**config.mk**
```make
export PLATFORM = sky130hd
export DESIGN_NAME = kbd_subsystem
export DESIGN_NICKNAME = d
export VERILOG_FILES = /design/src/kbd_pkg.sv /design/src/ps2_frame_rx.sv /design/src/scan_decoder.sv /design/src/key_event_fifo.sv /design/src/kbd_bus_regs.sv /design/src/kbd_subsystem.sv
export VERILOG_INCLUDE_DIRS = /design/src
export SDC_FILE = /design/constraint.sdc
export NUM_CORES = 1
export LEC_CHECK = 0
export BUFFER_PORTS_ARGS = -buffer_cell sky130_fd_sc_hd__buf_2
export CAP_MARGIN = 20
export CORE_MARGIN = 3
export CORE_UTILIZATION = 35
export CTS_CLUSTER_DIAMETER = 40
export DETAILED_ROUTE_END_ITERATION = 8
export SKIP_LAST_GASP = 1
export SLEW_MARGIN = 25
export SYNTH_ARGS = -nofsm -noshare
export SYNTH_HDL_FRONTEND = slang
export SYNTH_SLANG_ARGS = --single-unit
```
**constraint.sdc**
```tcl
create_clock -name CLOCK_50 -period 2.4 [get_ports CLOCK_50]
set_input_delay 0.48 -clock CLOCK_50 [delete_from_list [all_inputs] [get_ports CLOCK_50]]
set_output_delay 0.48 -clock CLOCK_50 [all_outputs]
set_load 0.05 [all_outputs]
```
**src/kbd_config.svh**
```systemverilog
`ifndef KBD_CONFIG_SVH
`define KBD_CONFIG_SVH

// Bus address width in bits
`define KBD_ADDR_WIDTH 16

// Register block base and byte offsets
`define KBD_BASE       16'h1000
`define KBD_DATA_OFS   0
`define KBD_STATUS_OFS 4
`define KBD_CTRL_OFS   8

// Event queue entries and pointer width
`define KBD_FIFO_DEPTH 8
`define KBD_FIFO_AW    3

// Vector number raised for a new key event
`define KBD_IRQ_VECTOR 1

`endif

```
**src/kbd_pkg.sv**
```systemverilog
`default_nettype none

`include "kbd_config.svh"

package kbd_pkg;

    // Plain vectors with a meaning
    typedef logic [7:0]                   scan_code_t;
    typedef logic [7:0]                   ascii_t;
    typedef logic [`KBD_ADDR_WIDTH-1:0]   bus_addr_t;
    typedef logic [31:0]                  bus_data_t;
    typedef logic [3:0]                   irq_vector_t;
    typedef logic [`KBD_FIFO_AW:0]        fifo_count_t;

    // Checked PS/2 frame, only the data byte survives
    typedef struct packed {
        scan_code_t scan;
    } ps2_frame_t;

    // Key event as queued, 18 bits
    typedef struct packed {
        logic       extended;
        logic       released;
        scan_code_t scan;
        ascii_t     ascii;
    } key_event_t;

    // PS/2 receiver FSM
    typedef enum logic [1:0] {
        IDLE,
        DATA,
        PARITY,
        STOP
    } rx_state_t;

endpackage

`default_nettype wire

```
**src/ps2_frame_rx.sv**
```systemverilog
`timescale 1ns/1ps
`default_nettype none

module ps2_frame_rx (
    input  wire                 CLOCK_50,
    input  wire                 KEY0,
    input  wire                 ps2_clk,
    input  wire                 ps2_dat,
    input  wire                 frame_ready,
    output logic                frame_valid,
    output kbd_pkg::ps2_frame_t frame,
    output logic                overrun_pulse,
    output logic                parity_err_pulse
);

    logic [1:0]          clk_sync;
    logic [1:0]          dat_sync;
    logic                clk_prev;
    logic                fall;
    kbd_pkg::rx_state_t  state;
    logic [2:0]          bit_cnt;
    kbd_pkg::scan_code_t shift;
    logic                par_bit;
    logic                frame_done;
    logic                frame_ok;
    logic                load;

    // Two-flop synchronizers, lines idle high
    always_ff @(posedge CLOCK_50 or negedge KEY0) begin
        if (!KEY0) begin
            clk_sync <= 2'b11;
            dat_sync <= 2'b11;
            clk_prev <= 1'b1;
        end else begin
            clk_sync <= {clk_sync[0], ps2_clk};
            dat_sync <= {dat_sync[0], ps2_dat};
            clk_prev <= clk_sync[1];
        end
    end

    // Keyboard data is stable on the falling clock edge
    assign fall = clk_prev & ~clk_sync[1];

    always_ff @(posedge CLOCK_50 or negedge KEY0) begin
        if (!KEY0) begin
            state      <= kbd_pkg::IDLE;
            bit_cnt    <= '0;
            frame_done <= 1'b0;
            frame_ok   <= 1'b0;
        end else begin
            frame_done <= 1'b0;
            if (fall) begin
                case (state)
                    kbd_pkg::IDLE: begin
                        if (!dat_sync[1]) begin
                            state   <= kbd_pkg::DATA;
                            bit_cnt <= '0;
                        end else begin
                            // High start bit, report as frame error
                            frame_done <= 1'b1;
                            frame_ok   <= 1'b0;
                        end
                    end
                    kbd_pkg::DATA: begin
                        bit_cnt <= bit_cnt + 3'd1;
                        if (bit_cnt == 3'd7) begin
                            state <= kbd_pkg::PARITY;
                        end
                    end
                    kbd_pkg::PARITY: begin
                        state <= kbd_pkg::STOP;
                    end
                    default: begin
                        // Odd parity over data and parity bit, stop must be high
                        frame_done <= 1'b1;
                        frame_ok   <= dat_sync[1] & (^{shift, par_bit});
                        state      <= kbd_pkg::IDLE;
                    end
                endcase
            end
        end
    end

    // Data bits arrive LSB first
    always_ff @(posedge CLOCK_50) begin
        if (fall && state == kbd_pkg::DATA) begin
            shift <= {dat_sync[1], shift[7:1]};
        end
        if (fall && state == kbd_pkg::PARITY) begin
            par_bit <= dat_sync[1];
        end
    end

    // Output register is free or being emptied this cycle
    assign load = frame_done & frame_ok & (~frame_valid | frame_ready);

    always_ff @(posedge CLOCK_50 or negedge KEY0) begin
        if (!KEY0) begin
            frame_valid      <= 1'b0;
            overrun_pulse    <= 1'b0;
            parity_err_pulse <= 1'b0;
        end else begin
            overrun_pulse    <= frame_done & frame_ok & ~load;
            parity_err_pulse <= frame_done & ~frame_ok;
            if (load) begin
                frame_valid <= 1'b1;
            end else if (frame_ready) begin
                frame_valid <= 1'b0;
            end
        end
    end

    always_ff @(posedge CLOCK_50) begin
        if (load) begin
            frame.scan <= shift;
        end
    end

endmodule

`default_nettype wire

```
**src/scan_decoder.sv**
```systemverilog
`timescale 1ns/1ps
`default_nettype none

module scan_decoder (
    input  wire                      CLOCK_50,
    input  wire                      KEY0,
    input  wire                      frame_valid,
    input  wire kbd_pkg::ps2_frame_t frame,
    input  wire                      report_release,
    input  wire                      evt_ready,
    output logic                     frame_ready,
    output logic                     evt_valid,
    output kbd_pkg::key_event_t      evt
);

    // Set-2 prefix bytes
    localparam kbd_pkg::scan_code_t BREAK_CODE = 8'hF0;
    localparam kbd_pkg::scan_code_t EXT_CODE   = 8'hE0;

    logic            brk_seen;
    logic            ext_seen;
    logic            take;
    logic            is_prefix;
    logic            emit;
    kbd_pkg::ascii_t ascii;

    // A waiting event blocks the next frame
    assign frame_ready = ~evt_valid | evt_ready;
    assign take        = frame_valid & frame_ready;
    assign is_prefix   = (frame.scan == BREAK_CODE) | (frame.scan == EXT_CODE);
    assign emit        = ~is_prefix & (~brk_seen | report_release);

    // Set-2 table, extended codes carry no ASCII
    always_comb begin
        ascii = 8'h00;
        if (!ext_seen) begin
            case (frame.scan)
                8'h1C:   ascii = "a";
                8'h32:   ascii = "b";
                8'h21:   ascii = "c";
                8'h23:   ascii = "d";
                8'h24:   ascii = "e";
                8'h2B:   ascii = "f";
                8'h34:   ascii = "g";
                8'h33:   ascii = "h";
                8'h43:   ascii = "i";
                8'h3B:   ascii = "j";
                8'h42:   ascii = "k";
                8'h4B:   ascii = "l";
                8'h3A:   ascii = "m";
                8'h31:   ascii = "n";
                8'h44:   ascii = "o";
                8'h4D:   ascii = "p";
                8'h15:   ascii = "q";
                8'h2D:   ascii = "r";
                8'h1B:   ascii = "s";
                8'h2C:   ascii = "t";
                8'h3C:   ascii = "u";
                8'h2A:   ascii = "v";
                8'h1D:   ascii = "w";
                8'h22:   ascii = "x";
                8'h35:   ascii = "y";
                8'h1A:   ascii = "z";
                8'h45:   ascii = "0";
                8'h16:   ascii = "1";
                8'h1E:   ascii = "2";
                8'h26:   ascii = "3";
                8'h25:   ascii = "4";
                8'h2E:   ascii = "5";
                8'h36:   ascii = "6";
                8'h3D:   ascii = "7";
                8'h3E:   ascii = "8";
                8'h46:   ascii = "9";
                8'h29:   ascii = 8'h20;
                8'h5A:   ascii = 8'h0D;
                8'h66:   ascii = 8'h08;
                default: ascii = 8'h00;
            endcase
        end
    end

    always_ff @(posedge CLOCK_50 or negedge KEY0) begin
        if (!KEY0) begin
            brk_seen  <= 1'b0;
            ext_seen  <= 1'b0;
            evt_valid <= 1'b0;
            evt       <= '0;
        end else if (take) begin
            if (frame.scan == BREAK_CODE) begin
                brk_seen <= 1'b1;
            end else if (frame.scan == EXT_CODE) begin
                ext_seen <= 1'b1;
            end else begin
                brk_seen <= 1'b0;
                ext_seen <= 1'b0;
            end
            // Prefixes and unreported releases leave no event
            evt_valid <= emit;
            if (emit) begin
                evt.extended <= ext_seen;
                evt.released <= brk_seen;
                evt.scan     <= frame.scan;
                evt.ascii    <= ascii;
            end
        end else if (evt_ready) begin
            evt_valid <= 1'b0;
        end
    end

endmodule

`default_nettype wire

```
**src/key_event_fifo.sv**
```systemverilog
`timescale 1ns/1ps
`default_nettype none

`include "kbd_config.svh"

module key_event_fifo (
    input  wire                  CLOCK_50,
    input  wire                  KEY0,
    input  wire                  evt_valid,
    input  wire kbd_pkg::key_event_t evt,
    input  wire                  pop,
    output logic                 evt_ready,
    output kbd_pkg::key_event_t  head,
    output kbd_pkg::fifo_count_t count,
    output logic                 empty,
    output logic                 pushed
);

    kbd_pkg::key_event_t    mem [`KBD_FIFO_DEPTH];
    logic [`KBD_FIFO_AW-1:0] wr_ptr;
    logic [`KBD_FIFO_AW-1:0] rd_ptr;
    logic                   push;
    logic                   do_pop;

    // Back-pressure only when full
    assign evt_ready = (count != kbd_pkg::fifo_count_t'(`KBD_FIFO_DEPTH));
    assign empty     = (count == '0);
    assign head      = mem[rd_ptr];
    assign push      = evt_valid & evt_ready;
    assign do_pop    = pop & ~empty;

    always_ff @(posedge CLOCK_50 or negedge KEY0) begin
        if (!KEY0) begin
            wr_ptr <= '0;
            rd_ptr <= '0;
            count  <= '0;
            pushed <= 1'b0;
        end else begin
            pushed <= push;
            if (push) begin
                wr_ptr <= wr_ptr + 1'b1;
            end
            if (do_pop) begin
                rd_ptr <= rd_ptr + 1'b1;
            end
            // Simultaneous push and pop leave the count alone
            case ({push, do_pop})
                2'b10:   count <= count + 1'b1;
                2'b01:   count <= count - 1'b1;
                default: count <= count;
            endcase
        end
    end

    always_ff @(posedge CLOCK_50) begin
        if (push) begin
            mem[wr_ptr] <= evt;
        end
    end

endmodule

`default_nettype wire

```
**src/kbd_bus_regs.sv**
```systemverilog
`timescale 1ns/1ps
`default_nettype none

`include "kbd_config.svh"

module kbd_bus_regs (
    input  wire                       CLOCK_50,
    input  wire                       KEY0,
    input  wire kbd_pkg::bus_addr_t   address,
    input  wire                       read_enable,
    input  wire                       write_enable,
    input  wire kbd_pkg::bus_data_t   write_data,
    input  wire kbd_pkg::key_event_t  head,
    input  wire kbd_pkg::fifo_count_t count,
    input  wire                       empty,
    input  wire                       pushed,
    input  wire                       overrun_pulse,
    input  wire                       parity_err_pulse,
    input  wire                       interrupt_ack,
    output kbd_pkg::bus_data_t        read_data,
    output logic                      pop,
    output logic                      report_release,
    output kbd_pkg::irq_vector_t      interrupt_vector
);

    localparam kbd_pkg::bus_addr_t DATA_ADDR   = `KBD_BASE + `KBD_DATA_OFS;
    localparam kbd_pkg::bus_addr_t STATUS_ADDR = `KBD_BASE + `KBD_STATUS_OFS;
    localparam kbd_pkg::bus_addr_t CTRL_ADDR   = `KBD_BASE + `KBD_CTRL_OFS;

    logic               irq_enable;
    logic               overrun_flag;
    logic               frame_err_flag;
    logic               status_rd;
    logic               ctrl_wr;
    kbd_pkg::bus_data_t rd_mux;

    assign pop       = read_enable & (address == DATA_ADDR) & ~empty;
    assign status_rd = read_enable & (address == STATUS_ADDR);
    assign ctrl_wr   = write_enable & (address == CTRL_ADDR);

    always_comb begin
        rd_mux = '0;
        case (address)
            DATA_ADDR: begin
                // Bit 31 marks a real event, an empty queue reads as zero
                if (!empty) begin
                    rd_mux = {1'b1, 13'd0, head.extended, head.released, head.scan, head.ascii};
                end
            end
            STATUS_ADDR: rd_mux = {22'd0, frame_err_flag, overrun_flag, 4'd0, count};
            CTRL_ADDR:   rd_mux = {30'd0, report_release, irq_enable};
            default:     rd_mux = '0;
        endcase
    end

    always_ff @(posedge CLOCK_50 or negedge KEY0) begin
        if (!KEY0) begin
            read_data        <= '0;
            irq_enable       <= 1'b0;
            report_release   <= 1'b0;
            overrun_flag     <= 1'b0;
            frame_err_flag   <= 1'b0;
            interrupt_vector <= '0;
        end else begin
            read_data <= read_enable ? rd_mux : '0;
            if (ctrl_wr) begin
                irq_enable     <= write_data[0];
                report_release <= write_data[1];
            end
            // A new error in the same cycle as the STATUS read stays set
            if (overrun_pulse) begin
                overrun_flag <= 1'b1;
            end else if (status_rd) begin
                overrun_flag <= 1'b0;
            end
            if (parity_err_pulse) begin
                frame_err_flag <= 1'b1;
            end else if (status_rd) begin
                frame_err_flag <= 1'b0;
            end
            // One-shot vector, raised only by a fresh push
            if (interrupt_vector != '0 && interrupt_ack) begin
                interrupt_vector <= '0;
            end else if (pushed && irq_enable && interrupt_vector == '0) begin
                interrupt_vector <= kbd_pkg::irq_vector_t'(`KBD_IRQ_VECTOR);
            end
        end
    end

endmodule

`default_nettype wire

```
**src/kbd_subsystem.sv**
```systemverilog
`timescale 1ns/1ps
`default_nettype none

module kbd_subsystem (
    input  wire                     CLOCK_50,
    input  wire                     KEY0,
    input  wire                     ps2_clk,
    input  wire                     ps2_dat,
    input  wire kbd_pkg::bus_addr_t address,
    input  wire                     read_enable,
    input  wire                     write_enable,
    input  wire kbd_pkg::bus_data_t write_data,
    input  wire                     interrupt_ack,
    output kbd_pkg::bus_data_t      read_data,
    output kbd_pkg::irq_vector_t    interrupt_vector
);

    // Receiver to decoder
    wire                       frame_valid;
    wire                       frame_ready;
    kbd_pkg::ps2_frame_t       frame;
    wire                       overrun_pulse;
    wire                       parity_err_pulse;

    // Decoder to queue
    wire                       evt_valid;
    wire                       evt_ready;
    kbd_pkg::key_event_t       evt;

    // Queue to register block
    kbd_pkg::key_event_t       head;
    kbd_pkg::fifo_count_t      count;
    wire                       empty;
    wire                       pushed;
    wire                       pop;
    wire                       report_release;

    ps2_frame_rx u_rx (
        .CLOCK_50         (CLOCK_50),
        .KEY0             (KEY0),
        .ps2_clk          (ps2_clk),
        .ps2_dat          (ps2_dat),
        .frame_ready      (frame_ready),
        .frame_valid      (frame_valid),
        .frame            (frame),
        .overrun_pulse    (overrun_pulse),
        .parity_err_pulse (parity_err_pulse)
    );

    scan_decoder u_dec (
        .CLOCK_50       (CLOCK_50),
        .KEY0           (KEY0),
        .frame_valid    (frame_valid),
        .frame          (frame),
        .report_release (report_release),
        .evt_ready      (evt_ready),
        .frame_ready    (frame_ready),
        .evt_valid      (evt_valid),
        .evt            (evt)
    );

    key_event_fifo u_fifo (
        .CLOCK_50  (CLOCK_50),
        .KEY0      (KEY0),
        .evt_valid (evt_valid),
        .evt       (evt),
        .pop       (pop),
        .evt_ready (evt_ready),
        .head      (head),
        .count     (count),
        .empty     (empty),
        .pushed    (pushed)
    );

    kbd_bus_regs u_regs (
        .CLOCK_50         (CLOCK_50),
        .KEY0             (KEY0),
        .address          (address),
        .read_enable      (read_enable),
        .write_enable     (write_enable),
        .write_data       (write_data),
        .head             (head),
        .count            (count),
        .empty            (empty),
        .pushed           (pushed),
        .overrun_pulse    (overrun_pulse),
        .parity_err_pulse (parity_err_pulse),
        .interrupt_ack    (interrupt_ack),
        .read_data        (read_data),
        .pop              (pop),
        .report_release   (report_release),
        .interrupt_vector (interrupt_vector)
    );

endmodule

`default_nettype wire

```
Word level (Yosys, flattened, before mapping)

Memories as Yosys holds them, arrays and structs flattened. A register that Yosys moved wholly into a read port is not among the register bits.
Index checks and enable logic that the tools add are counted.

Add/sub/neg operators: 5
Muxes and demuxes: 31
Reduce and logical (&&, ||, !) cells: 24
Bitwise logic cells: 28
Equality and inequality tests: 15

Operators with widths:

| cell                 | count |
|---|---|
| $pmux 32 s3          | 1 |
| $mux 32              | 2 |
| $eq 16x13->1 const B | 3 |
| $eq 8x8->1 const B   | 2 |
| $mux 8               | 2 |
| $mux 1               | 15 |
| $and 1x1->1          | 14 |
| $reduce_bool 2->1    | 7 |
| $not 1->1            | 10 |
| $add 3x1->3 const B  | 3 |
| $reduce_and 3->1     | 3 |
| $reduce_xor 9->1     | 1 |
| $logic_not 4->1      | 2 |
| $mux 4               | 2 |
| $pmux 4 s2           | 1 |
| $mux 7               | 1 |
| $ne 2x1->1 const B   | 3 |
| $pmux 2 s3           | 1 |
| $pmux 3 s2           | 1 |
| $reduce_and 2->1     | 3 |
| $logic_and 1x1->1    | 5 |
| $add 4x1->4 const B  | 1 |
| $eq 2x1->1 const B   | 2 |
| $eq 2x2->1 const B   | 2 |
| 11 further kinds     | 16 |

RAM bits: 144
Word-level logic and storage cells: 135
ROM bits: 896
Memories: 2
Flip-flop bits (word level): 104
Input port bits: 55
Output and inout port bits: 36

Memory list:

| name            | words | width | rd ports | clocked after Yosys merged registers in | write ports | RTL line             | source |
|---|---|---|---|---|---|---|---|
| (no name shown) | 128   | 7     | 1        | 1                                       | 0           | scan_decoder.sv:37   | `case (frame.scan)` |
| u_fifo.mem      | 8     | 18    | 1        | 0                                       | 1           | key_event_fifo.sv:19 | `` kbd_pkg::key_event_t mem [`KBD_FIFO_DEPTH]; `` |

Logic depth before layout (Yosys ltp)

Gate-level depths: netlist (run 1).

Word-level depth: 6
Depth in mapped cells: 13
Depth with buffers taken out: 12

By module

From an unflattened synthesis (run 1), not the netlist that was laid out.

Cells, all modules: 638
Area, all modules: 10,186.0 um2

By module, submodules not included:

| module         | area an instance (um2) | cells each | instances | seq. area each (um2) |
|---|---|---|---|---|
| key_event_fifo | 6,213.5                | 278        | 1         | 4,599.4 |
| scan_decoder   | 1,601.5                | 181        | 1         | 500.5 |
| ps2_frame_rx   | 1,256.2                | 84         | 1         | 892.1 |
| kbd_bus_regs   | 1,114.8                | 95         | 1         | 600.6 |

Worst setup path after synthesis (run 1)

Ideal clock, no wire load.

Path type: input port to flip-flop
Start: input address[14]
End: register u_fifo.count[2]
Path buffers: 0
Required time: 2.272 ns
Arrival time: 2.667 ns
Library setup time: 0.128 ns
Stages on the path: 12
Setup slack: -0.395 ns
Cell sequence: nor4b_1 -> nand4_1 -> nor4_1 -> nand2_1 -> inv_1 -> ha_1 -> xor2_1 -> ha_1 -> a21oi_1 -> xor2_1 -> nor2_1 -> xor2_1

Cells in the longest elaborated chain, start to end: 6
Elaborated cells between the ends (all ways): 8
Those cells by class: 3 x eq/ne; 1 x mux; 3 x bitwise; 1 x reduce/logical

Ends and longest elaborated chain:

| element                                                | RTL line             | source |
|---|---|---|
| start, declared                                        | kbd_subsystem.sv:9   | `input wire kbd_pkg::bus_addr_t address,` |
| $eq 16x13->1 *                                         | kbd_bus_regs.sv:37   | `assign pop = read_enable & (address == DATA_ADDR) & ~empty;` |
| $and 1x1->1 * (2 in series)                            | kbd_bus_regs.sv:37   |  |
| $and 1x1->1 *                                          | key_event_fifo.sv:30 | `assign do_pop = pop & ~empty;` |
| named net u_fifo.do_pop                                | key_event_fifo.sv:23 | `logic do_pop;` |
| $eq 2x1->1 / $eq 2x2->1 (equally long branches)        | key_event_fifo.sv:47 | `case ({push, do_pop})` |
| $pmux 4 s2 / $reduce_bool 2->1 (equally long branches) | --                   |  |
| end signal, assigned                                   | key_event_fifo.sv:48 | `2'b10: count <= count + 1'b1;` |
| end signal, assigned                                   | key_event_fifo.sv:49 | `2'b01: count <= count - 1'b1;` |
| end signal, assigned                                   | key_event_fifo.sv:50 | `default: count <= count;` |
| end, declared                                          | key_event_fifo.sv:14 | `output kbd_pkg::fifo_count_t count,` |

The timed path passes the listed nets; every way through them passes the cells marked *.
A chain may end at the register's enable or synchronous reset.

==> parameters.txt, run 1 <==
Parameter                              Value

Worst setup path
  Startpoint of the worst-slack reg-to-reg timing path    u_fifo.count[3]$_DFFE_PN0P_
  Path depth of the worst reg2reg path    10
  Required time at the worst-slack endpoint    2.84 ns
  Critical path data arrival time    2.80 ns
  Peak fanout along the critical path    4
  Critical path class    flop to flop
  CP startpoint    u_fifo.count[3]$_DFFE_PN0P_
  Register-to-Register Setup Slack    0.04 ns
  Worst Setup End Kind    flop
  Crit path launch type    flop

Timing
  Setup clock skew after layout    0.0282 ns
  Smallest hold slack    0.0402 ns
  Rel. slew slack    0.640
  F_max    424 MHz
  Period Utilization, post-route    0.983
  Final Critical Period    2.36 ns
  Setup-failing EPs final    0
  Worst-margin pin slew    0.540 ns
  Final Max Tran Viols    0
  Setup repair after global routing missed its margin    true
  Final hold violations    0
  Final worst-path setup slack    0.0406 ns

Run
  Max-capacitance violation count    0

Synthesis
  Area leader, netlist    sky130_fd_sc_hd__edfxtp_1
  Post-synth EDFFs    153
  Predominant post-synthesis flop cell    sky130_fd_sc_hd__edfxtp_1
  Synthesized area    10,200 sq um
  Share of synthesized area occupied by flip-flops and latches    0.637
  Synthesized instance count    696
  Synth Warn #    0
  Share of synthesized flip-flops with an asynchronous set or reset    0.301
  Number of register bits inferred by synthesis    229
  Netlist cell types    72
  Cell types occupying the most area after synthesis    sky130_fd_sc_hd__edfxtp_1, sky130_fd_sc_hd__dfrtp_1, sky130_fd_sc_hd__mux4_2, sky130_fd_sc_hd__mux2i_1, sky130_fd_sc_hd__nand2_1
  Synthesized area per cell    14.6 sq um
  Share of Yosys cell area claimed by the top area cell type    0.452

GRT
  Met3 track demand over resource    0.0237
  Total overflow reported by the global router    0
  Total routing resource utilization after global routing    0.135
  GRT met2 Usage    0.224
  Global-route wire length before repair    33.5 mm
  Number of global-route vias before repair    6,102
  Antenna violations before repair    0
  Layer with the highest usage    met2
  Met1 GRT Util    0.188
  Maximum number of pins on one net before global-route repair    37

Floorplanning
  Core ar.    28,200 sq um
  Row count    61
  Total Die Area    31,100 sq um
  Height of the die    176 um
  Initial core utilization    0.361
  X dimension of the die    176 um
  Number of I/O pins    91

Place
  Final HPWL from detailed placement    14.2 mm
  Setup Slack @ Placement    -0.203 ns
  Input/output buffers    43
  Gpl congestion    0.864

Clocking
  CTS sink count    229
  CTS Buf Count    30
  CTS tree    built
  Clock-pin slew of the registers on the worst-case setup and hold paths    0.06 ns
  Source-to-sink clock delay at the later pin of the worst-skew pair    0.56 ns
  Clock tree buffer depth    3
  CTS H-tree lvls    1
  Clk Tree Root Cell    sky130_fd_sc_hd__clkbuf_16

Outcome
  Result of the run    complete, no violations

Min path
  Worst hold path type    input pin to flop
  Instance count along the most critical hold path    1

Detailed routing
  Residual DRC    0
  1st-pass router iterations    5
  Post-DR vias/cell    4.95
  Count of vias placed by the detailed router    6,039
  Count of routing violations after the opening detailed-route iteration    503
  Routed WL    21.5 mm
  Post-detailed-route count of antenna-violating nets    0
  DR WL/cell    17.6 um

Pwr
  Sequential fraction of design power    0.466
  Int Pwr    0.00808 W
  Power per Cell Area    873 nW/um^2
  Leakage Power    4.85 nW
  Total power    0.0110 W
  Net switching power of the design    0.00290 W
  Fraction of power spent switching nets    0.264
  Clock share of power    0.402
  Combinational share of power    0.133
  Worst voltage drop across the vdd grid    561 uV

Cells and area
  Fraction of final layout cells with drive strength greater than 1    0.332
  Antenna diodes    0
  Area growth from synthesis to final layout    23.8%
  Utilization after layout    0.447
  Post-layout net count    887
what timing repair did:
item / CTS / global route
hold buffers: 1 / 0
hold endpoints to repair: 30 / 0
gates cloned: 0 / 1
setup buffers: 0 / 8
gates resized for setup: 2 / 37
endpoints found under the setup margin: 4 / 8
pin swaps: 0 / 20
flip-flops by register name (all words and copies together), names as in the netlist, 2 cells and up, named ones only:
signal / count
u_dec.evt: 17
u_fifo.count: 4
u_fifo.mem: 136
u_fifo.rd_ptr: 3
u_fifo.wr_ptr: 3
u_regs.read_data: 18
u_rx.bit_cnt: 3
u_rx.clk_sync: 2
u_rx.dat_sync: 2
u_rx.frame: 8
u_rx.shift: 8
u_rx.state: 2
worst min path at each step:
stage                                from                    endpoint
2_1_floorplan                        KEY0  u_dec.brk_seen$_DFFE_PN0P_
5_1_grt                           ps2_dat  u_rx.dat_sync[0]$_DFF_PN1_
3_3_place_gp   u_rx.dat_sync[0]$_DFF_PN1_  u_rx.dat_sync[1]$_DFF_PN1_
3_5_place_dp   u_rx.dat_sync[0]$_DFF_PN1_  u_rx.dat_sync[1]$_DFF_PN1_
4_1_cts                           ps2_dat  u_rx.dat_sync[0]$_DFF_PN1_
6_report                          ps2_dat  u_rx.dat_sync[0]$_DFF_PN1_
power by group through the flow:
stage          sequential, W  combinational [W]  clock, W
6_report             0.00511            0.00146   0.00441
5_1_grt              0.00518            0.00161   0.00467
4_1_cts              0.00511            0.00134   0.00451
3_5_place_dp         0.00519            0.00133         0
3_3_place_gp         0.00517            0.00132         0
2_1_floorplan        0.00504           0.000969         0
layout make-up:
type,instances,area (sq um)
Fill cell,2511,15600
Sequential cell,229,6470
Multi-Input combinational cell,407,3540
Timing Repair Buffer,125,980
Clock buffer,35,769
Tap cell,378,473
Clock inverter,21,245
Inverter,24,97.6
layout by cell type, fill, tap and decap left out, types with 5 or more instances in the layout:
| cell | instances |
|---|---|
| sky130_fd_sc_hd__a21o_1 | 5 |
| sky130_fd_sc_hd__a21oi_1 | 14 |
| sky130_fd_sc_hd__a31oi_1 | 6 |
| sky130_fd_sc_hd__and3_1 | 5 |
| sky130_fd_sc_hd__buf_12 | 9 |
| sky130_fd_sc_hd__buf_2 | 43 |
| sky130_fd_sc_hd__buf_4 | 63 |
| sky130_fd_sc_hd__buf_6 | 9 |
| sky130_fd_sc_hd__clkbuf_1 | 5 |
| sky130_fd_sc_hd__clkbuf_16 | 30 |
| sky130_fd_sc_hd__conb_1 | 17 |
| sky130_fd_sc_hd__dfrtp_1 | 62 |
| sky130_fd_sc_hd__dfstp_2 | 5 |
| sky130_fd_sc_hd__dfxtp_1 | 7 |
| sky130_fd_sc_hd__edfxtp_1 | 153 |
| sky130_fd_sc_hd__ha_1 | 9 |
| sky130_fd_sc_hd__ha_4 | 6 |
| sky130_fd_sc_hd__inv_1 | 19 |
| sky130_fd_sc_hd__mux2_2 | 17 |
| sky130_fd_sc_hd__mux2i_1 | 31 |
| sky130_fd_sc_hd__mux4_2 | 34 |
| sky130_fd_sc_hd__nand2_1 | 59 |
| sky130_fd_sc_hd__nand2b_1 | 8 |
| sky130_fd_sc_hd__nand3_1 | 9 |
| sky130_fd_sc_hd__nor2_1 | 38 |
| sky130_fd_sc_hd__nor2b_1 | 7 |
| sky130_fd_sc_hd__nor3_1 | 8 |
| sky130_fd_sc_hd__nor3b_1 | 6 |
| sky130_fd_sc_hd__nor4_2 | 5 |
| sky130_fd_sc_hd__o211ai_1 | 7 |
| sky130_fd_sc_hd__o21ai_0 | 15 |
| sky130_fd_sc_hd__xnor2_1 | 12 |
| sky130_fd_sc_hd__xor2_1 | 5 |
critical path: stages (launching register included):
cell                       delay, ns
sky130_fd_sc_hd__dfrtp_1        0.39
sky130_fd_sc_hd__and3_4         0.18
sky130_fd_sc_hd__a21o_4         0.22
sky130_fd_sc_hd__inv_6          0.08
sky130_fd_sc_hd__mux2i_4        0.28
sky130_fd_sc_hd__inv_2          0.10
sky130_fd_sc_hd__ha_4           0.18
sky130_fd_sc_hd__mux2_4         0.29
sky130_fd_sc_hd__a221oi_2       0.26
sky130_fd_sc_hd__o31ai_1        0.11
sky130_fd_sc_hd__buf_4          0.15
per-stage QoR:
step | cells | instance area (sq um) | setup TNS (ns)
CTS | 1210 | 12300 | 0
global placement | 1153 | 11300 | -0.443
detailed placement | 1153 | 11300 | -0.562
floorplan | 712 | 10300 | -0.240
global route | 1219 | 12600 | -0.0510
finish | 1219 | 12600 | 0
cells by family (layout without fill, tap and decap cells):
group           Yosys count  in the layout  share of synthesized area
other cells               1             17                   0.000369
flops                   229            229                      0.637
buf+inv                  76            205                     0.0410
mux                      88             88                      0.133
xor+xnor                 17             17                     0.0147
compound gates          103            103                     0.0768
fa+ha+maj                15             15                     0.0185
simple gates            167            167                     0.0791
synthesized netlist by cell type (all sizes together), types with 6 or more instances:
master / instances
mux4: 34
inv: 24
nor2: 39
a21o: 7
nand2b: 8
xnor2: 12
nand3: 9
nor3b: 6
edfxtp: 153
clkbuf: 17
nor3: 11
buf: 35
and3: 6
mux2i: 34
a31oi: 6
nor2b: 7
dfrtp: 64
nand2: 63
o21ai: 16
ha: 15
dfxtp: 7
o211ai: 7
mux2: 20
a21oi: 17
metal layers:
layer  part of all wire  vias to the layer above  wire length, um
met1               0.44                     2992             9460
met3              0.053                       44             1130
met5                  0                        -                0
met4              0.022                        0              468
li1                   -                     2840                -
met2               0.49                      163            10400
Note: power is estimated with default switching activity, not from simulation.
==> run 2: changes to the inputs <==
--- a/config.mk
+++ b/config.mk
@@ -16,4 +16,5 @@
 export SLEW_MARGIN = 25
 export SYNTH_ARGS = -nofsm -noshare
 export SYNTH_HDL_FRONTEND = slang
+export SYNTH_HIERARCHICAL = 1
 export SYNTH_SLANG_ARGS = --single-unit
==> parameters.txt, run 2 <==
Parameter                              Value

Outcome
  Result of the run    complete, but fails checks
  Violations in the final reports    setup timing

Place
  Setup Slack @ Placement    -0.597 ns (-0.394 ns)
  Total instance count after detailed placement    1,087 (-5.7%)
  Gpl congestion    0.856 (-0.87%)
  Final HPWL from detailed placement    12.9 mm (-8.9%)
  Dpl cell area    11,100 sq um (-1.4%)
  Input/output buffers    44 (+2.3%)

Worst setup path
  Worst path buffer plus inverter count    2 (-1)
  Peak fanout along the critical path    4 (unchanged)
  Cell with the largest stage delay on the worst path    sky130_fd_sc_hd__or4b_4
  Crit path largest cell delay    0.49 ns (+0.10 ns)
  Dominant delay contributor by cell family on the critical path    simple AND/OR/NAND/NOR gates
  Worst Setup End Kind    flop
  Critical path data arrival time    2.78 ns (-0.02 ns)
  Cell-by-cell trace of the critical path    buf_2 > nor4_4 > nand4_2 > nor4b_4 > o41ai_4 > inv_2 > ha_4 > ha_4 > or4b_4 > o311ai_4 > o211ai_1
  Crit path launch type    input pin
  Critical path class    input pin to flop
  Required time at the worst-slack endpoint    2.77 ns (-0.07 ns)
  Most common cell on crit path    sky130_fd_sc_hd__ha_4

Timing
  Final Max Tran Viols    0 (unchanged)
  F_max    414 MHz (-2.2%)
  Rel. slew slack    0.537 (-0.103)
  Final hold violations    0 (unchanged)
  Worst-margin pin slew    0.693 ns (+0.153 ns)
  Setup-failing EPs final    1 (+1)
  Setup clock skew after layout    0.0298 ns (+0.00165 ns)
  Final Critical Period    2.41 ns (+0.0537 ns)
  Setup repair after global routing missed its margin    true
  Period Utilization, post-route    1.01 (+0.0224)
  Final worst-path setup slack    -0.0131 ns (-0.0537 ns)

Detailed routing
  Count of routing violations after the opening detailed-route iteration    341 (-32%)
  Routed length on met1    9.11 mm (-3.7%)
  WL met2    10.1 mm (-3.3%)
  Post-detailed-route count of antenna-violating nets    0 (unchanged)
  Residual DRC    0 (unchanged)
  Routed WL    20.4 mm (-5.2%)
  Post-DR vias/cell    4.95 (-0.12%)
  DR WL/cell    17.6 um (-0.35%)
  1st-pass router iterations    5 (unchanged)
  Highest signal layer in the routed design    met4
  Count of vias placed by the detailed router    5,740 (-5.0%)
  Detail Route met3 WL    776 um (-31%)

GRT
  Maximum number of pins on one net before global-route repair    45 (+22%)
  Global-route wire length before repair    32.7 mm (-2.3%)
  Antenna violations before repair    0 (unchanged)
  Total overflow reported by the global router    0 (unchanged)
  Number of global-route vias before repair    5,890 (-3.5%)
  Total routing resource utilization after global routing    0.133 (-0.00253)

Synthesis
  Post-synth EDFFs    161 (+5.2%)
  Share of synthesized flip-flops with an asynchronous set or reset    0.303 (+0.00172)
  Share of synthesized area occupied by flip-flops and latches    0.647 (+0.0103)
  Synthesized area per cell    16.0 sq um (+9.4%)
  Synthesized instance count    638 (-8.3%)
  Cell types occupying the most area after synthesis    sky130_fd_sc_hd__edfxtp_1, sky130_fd_sc_hd__dfrtp_1, sky130_fd_sc_hd__mux4_1, sky130_fd_sc_hd__mux2_2, sky130_fd_sc_hd__ha_1
  Synth Warn #    6 (+6)
  Area leader, netlist    sky130_fd_sc_hd__edfxtp_1
  Share of Yosys cell area claimed by the top area cell type    0.475 (+0.0222)
  Synthesized area    10,200 sq um (+0.31%)
  Commonest cells post-synth    sky130_fd_sc_hd__edfxtp_1, sky130_fd_sc_hd__dfrtp_1, sky130_fd_sc_hd__nand2_1, sky130_fd_sc_hd__mux4_1, sky130_fd_sc_hd__nor2_1
  Netlist cell types    79 (+9.7%)
  Number of register bits inferred by synthesis    231 (+0.87%)
  Most frequent cell after synthesis    sky130_fd_sc_hd__edfxtp_1
  Predominant post-synthesis flop cell    sky130_fd_sc_hd__edfxtp_1

Clocking
  Clock tree buffer depth    3 (unchanged)
  CTS tree    built
  Source-to-sink clock delay at the later pin of the worst-skew pair    0.51 ns (-0.05 ns)
  CTS sink count    231 (+0.87%)
  Clk Tree Root Cell    sky130_fd_sc_hd__clkbuf_16
  CTS H-tree lvls    2 (+1)
  CTS Buf Count    34 (+13%)
  Clock-pin slew of the registers on the worst-case setup and hold paths    0.05 ns (about the same)

Floorplanning
  Total Die Area    31,200 sq um (+0.30%)
  Core ar.    28,200 sq um (+0.27%)
  Number of I/O pins    91 (unchanged)
  Initial core utilization    0.361 (about the same)
  X dimension of the die    177 um (+0.15%)
  Row count    61 (unchanged)
  Height of the die    177 um (+0.15%)

Min path
  Worst hold path type    input pin to flop

Pwr
  Worst voltage drop across the vdd grid    537 uV (-4.3%)
  Power per Cell Area    896 nW/um^2 (+2.7%)
  Leakage Power    4.86 nW (+0.19%)
  Total power    0.0112 W (+1.6%)

Cells and area
  Filler-free cell count of the finished design    1,160 (-4.8%)
  Most frequent cells in the layout    sky130_fd_sc_hd__edfxtp_1, sky130_fd_sc_hd__buf_4, sky130_fd_sc_hd__dfrtp_1
  Largest registers    u_fifo/mem: 144 flops, u_regs/read_data: 19 flops, u_dec/evt: 17 flops
  Fraction of final layout cells with drive strength greater than 1    0.309 (-0.0223)
  Max FFs per register    144 (+5.9%)
  Number of filler cells placed in the layout    2,523 (+0.48%)
  Post-Layout Inst Area    12,400 sq um (-1.0%)
  Post-layout net count    830 (-6.4%)
  Antenna diodes    0 (unchanged)
  Area growth from synthesis to final layout    22.2%
  Most common cell after layout, fill and taps aside    sky130_fd_sc_hd__edfxtp_1
  Largest register by flop count    u_fifo/mem

Run
  Max-capacitance violation count    0 (unchanged)
-- run 2: cell types whose count changed after synthesis, moves of 8 or more --
cell and delta:
sky130_fd_sc_hd__nor2_1 -14, sky130_fd_sc_hd__mux4_1 +29, sky130_fd_sc_hd__clkbuf_1 -11, sky130_fd_sc_hd__mux4_2 -27, sky130_fd_sc_hd__nand2_1 -29, sky130_fd_sc_hd__and2_1 +11, sky130_fd_sc_hd__mux2i_1 -31, sky130_fd_sc_hd__edfxtp_1 +8
-- run 2: area by class of cell --
type	instances	area [sq um]	area share
flip-flops and latches	231	6600	0.530
clock inverters	23	228	0.0183
repair buffers	112	787	0.0632
well taps	378	473	0.0380
inverters	18	67.6	0.00543
clock buffers	38	887	0.0713
multi-input cells	360	3410	0.274
-- run 2: path summary, 6_finish.rpt --
check / startpoint / slack, ns / cells after the start / to
setup / recovery: address[6] / -0.01 / 11 / u_fifo/count[3]$_DFFE_PN0P_
hold / removal: ps2_dat / 0.10 / 1 / u_rx/dat_sync[0]$_DFF_PN1_
setup reg to reg: u_fifo/count[3]$_DFFE_PN0P_ / 0.04 / 9 / u_fifo/count[3]$_DFFE_PN0P_
hold reg to reg: u_rx/dat_sync[0]$_DFF_PN1_ / 0.35 / 0 / u_rx/dat_sync[1]$_DFF_PN1_
max in group asynchronous: KEY0 / 1.26 / 3 / u_rx/dat_sync[1]$_DFF_PN1_
min in group asynchronous: KEY0 / 0.48 / 2 / u_regs/read_data[11]$_DFF_PN0_
-- run 2: per-layer routing --
layer  vias to the layer above  track usage
met5                         -            0
met4                         0       0.0373
met3                        34       0.0241
met2                       126        0.222
met1                      2887        0.179
li1                       2693            -
-- run 2: kinds of logic after synthesis --
family | Yosys count | synth area share
flops | 231 | 0.647
simple gates | 155 | 0.0903
compound gates | 90 | 0.0629
mux | 67 | 0.125
buf+inv | 62 | 0.0381
fa+ha+maj | 18 | 0.0228
xor+xnor | 13 | 0.0125
other cells | 2 | 0.000737
-- run 2: power breakdown --
group / total [W] / switching, W / leakage (nW) / internal [W]
Clock: 0.00475 / 0.00181 / 0.549 / 0.00294
Sequential: 0.00521 / 0.000413 / 2.42 / 0.00480
Combinational: 0.00120 / 0.000640 / 1.89 / 0.000556
Total: 0.0112 / 0.00286 / 4.86 / 0.00830
-- run 2: per-stage QoR --
stage	util	setup TNS [ns]	hold slack (ns)
after floorplan	-	-0.857	0.184
after global placement	0.395	-1.27	0.346
final	0.441	-0.0131	0.100
after global routing	0.441	-0.111	0.0775
after CTS	0.439	0	0.0748
after detailed placement	0.395	-1.41	0.347
-- run 2: what timing repair did --
item                                    4_1_cts  5_1_grt
resized for setup                             6       11
hold buffers                                  1        0
endpoints found under the hold margin        26        0
pin swaps                                     5        9
setup buffers                                12        1
endpoints found under the setup margin        1        2
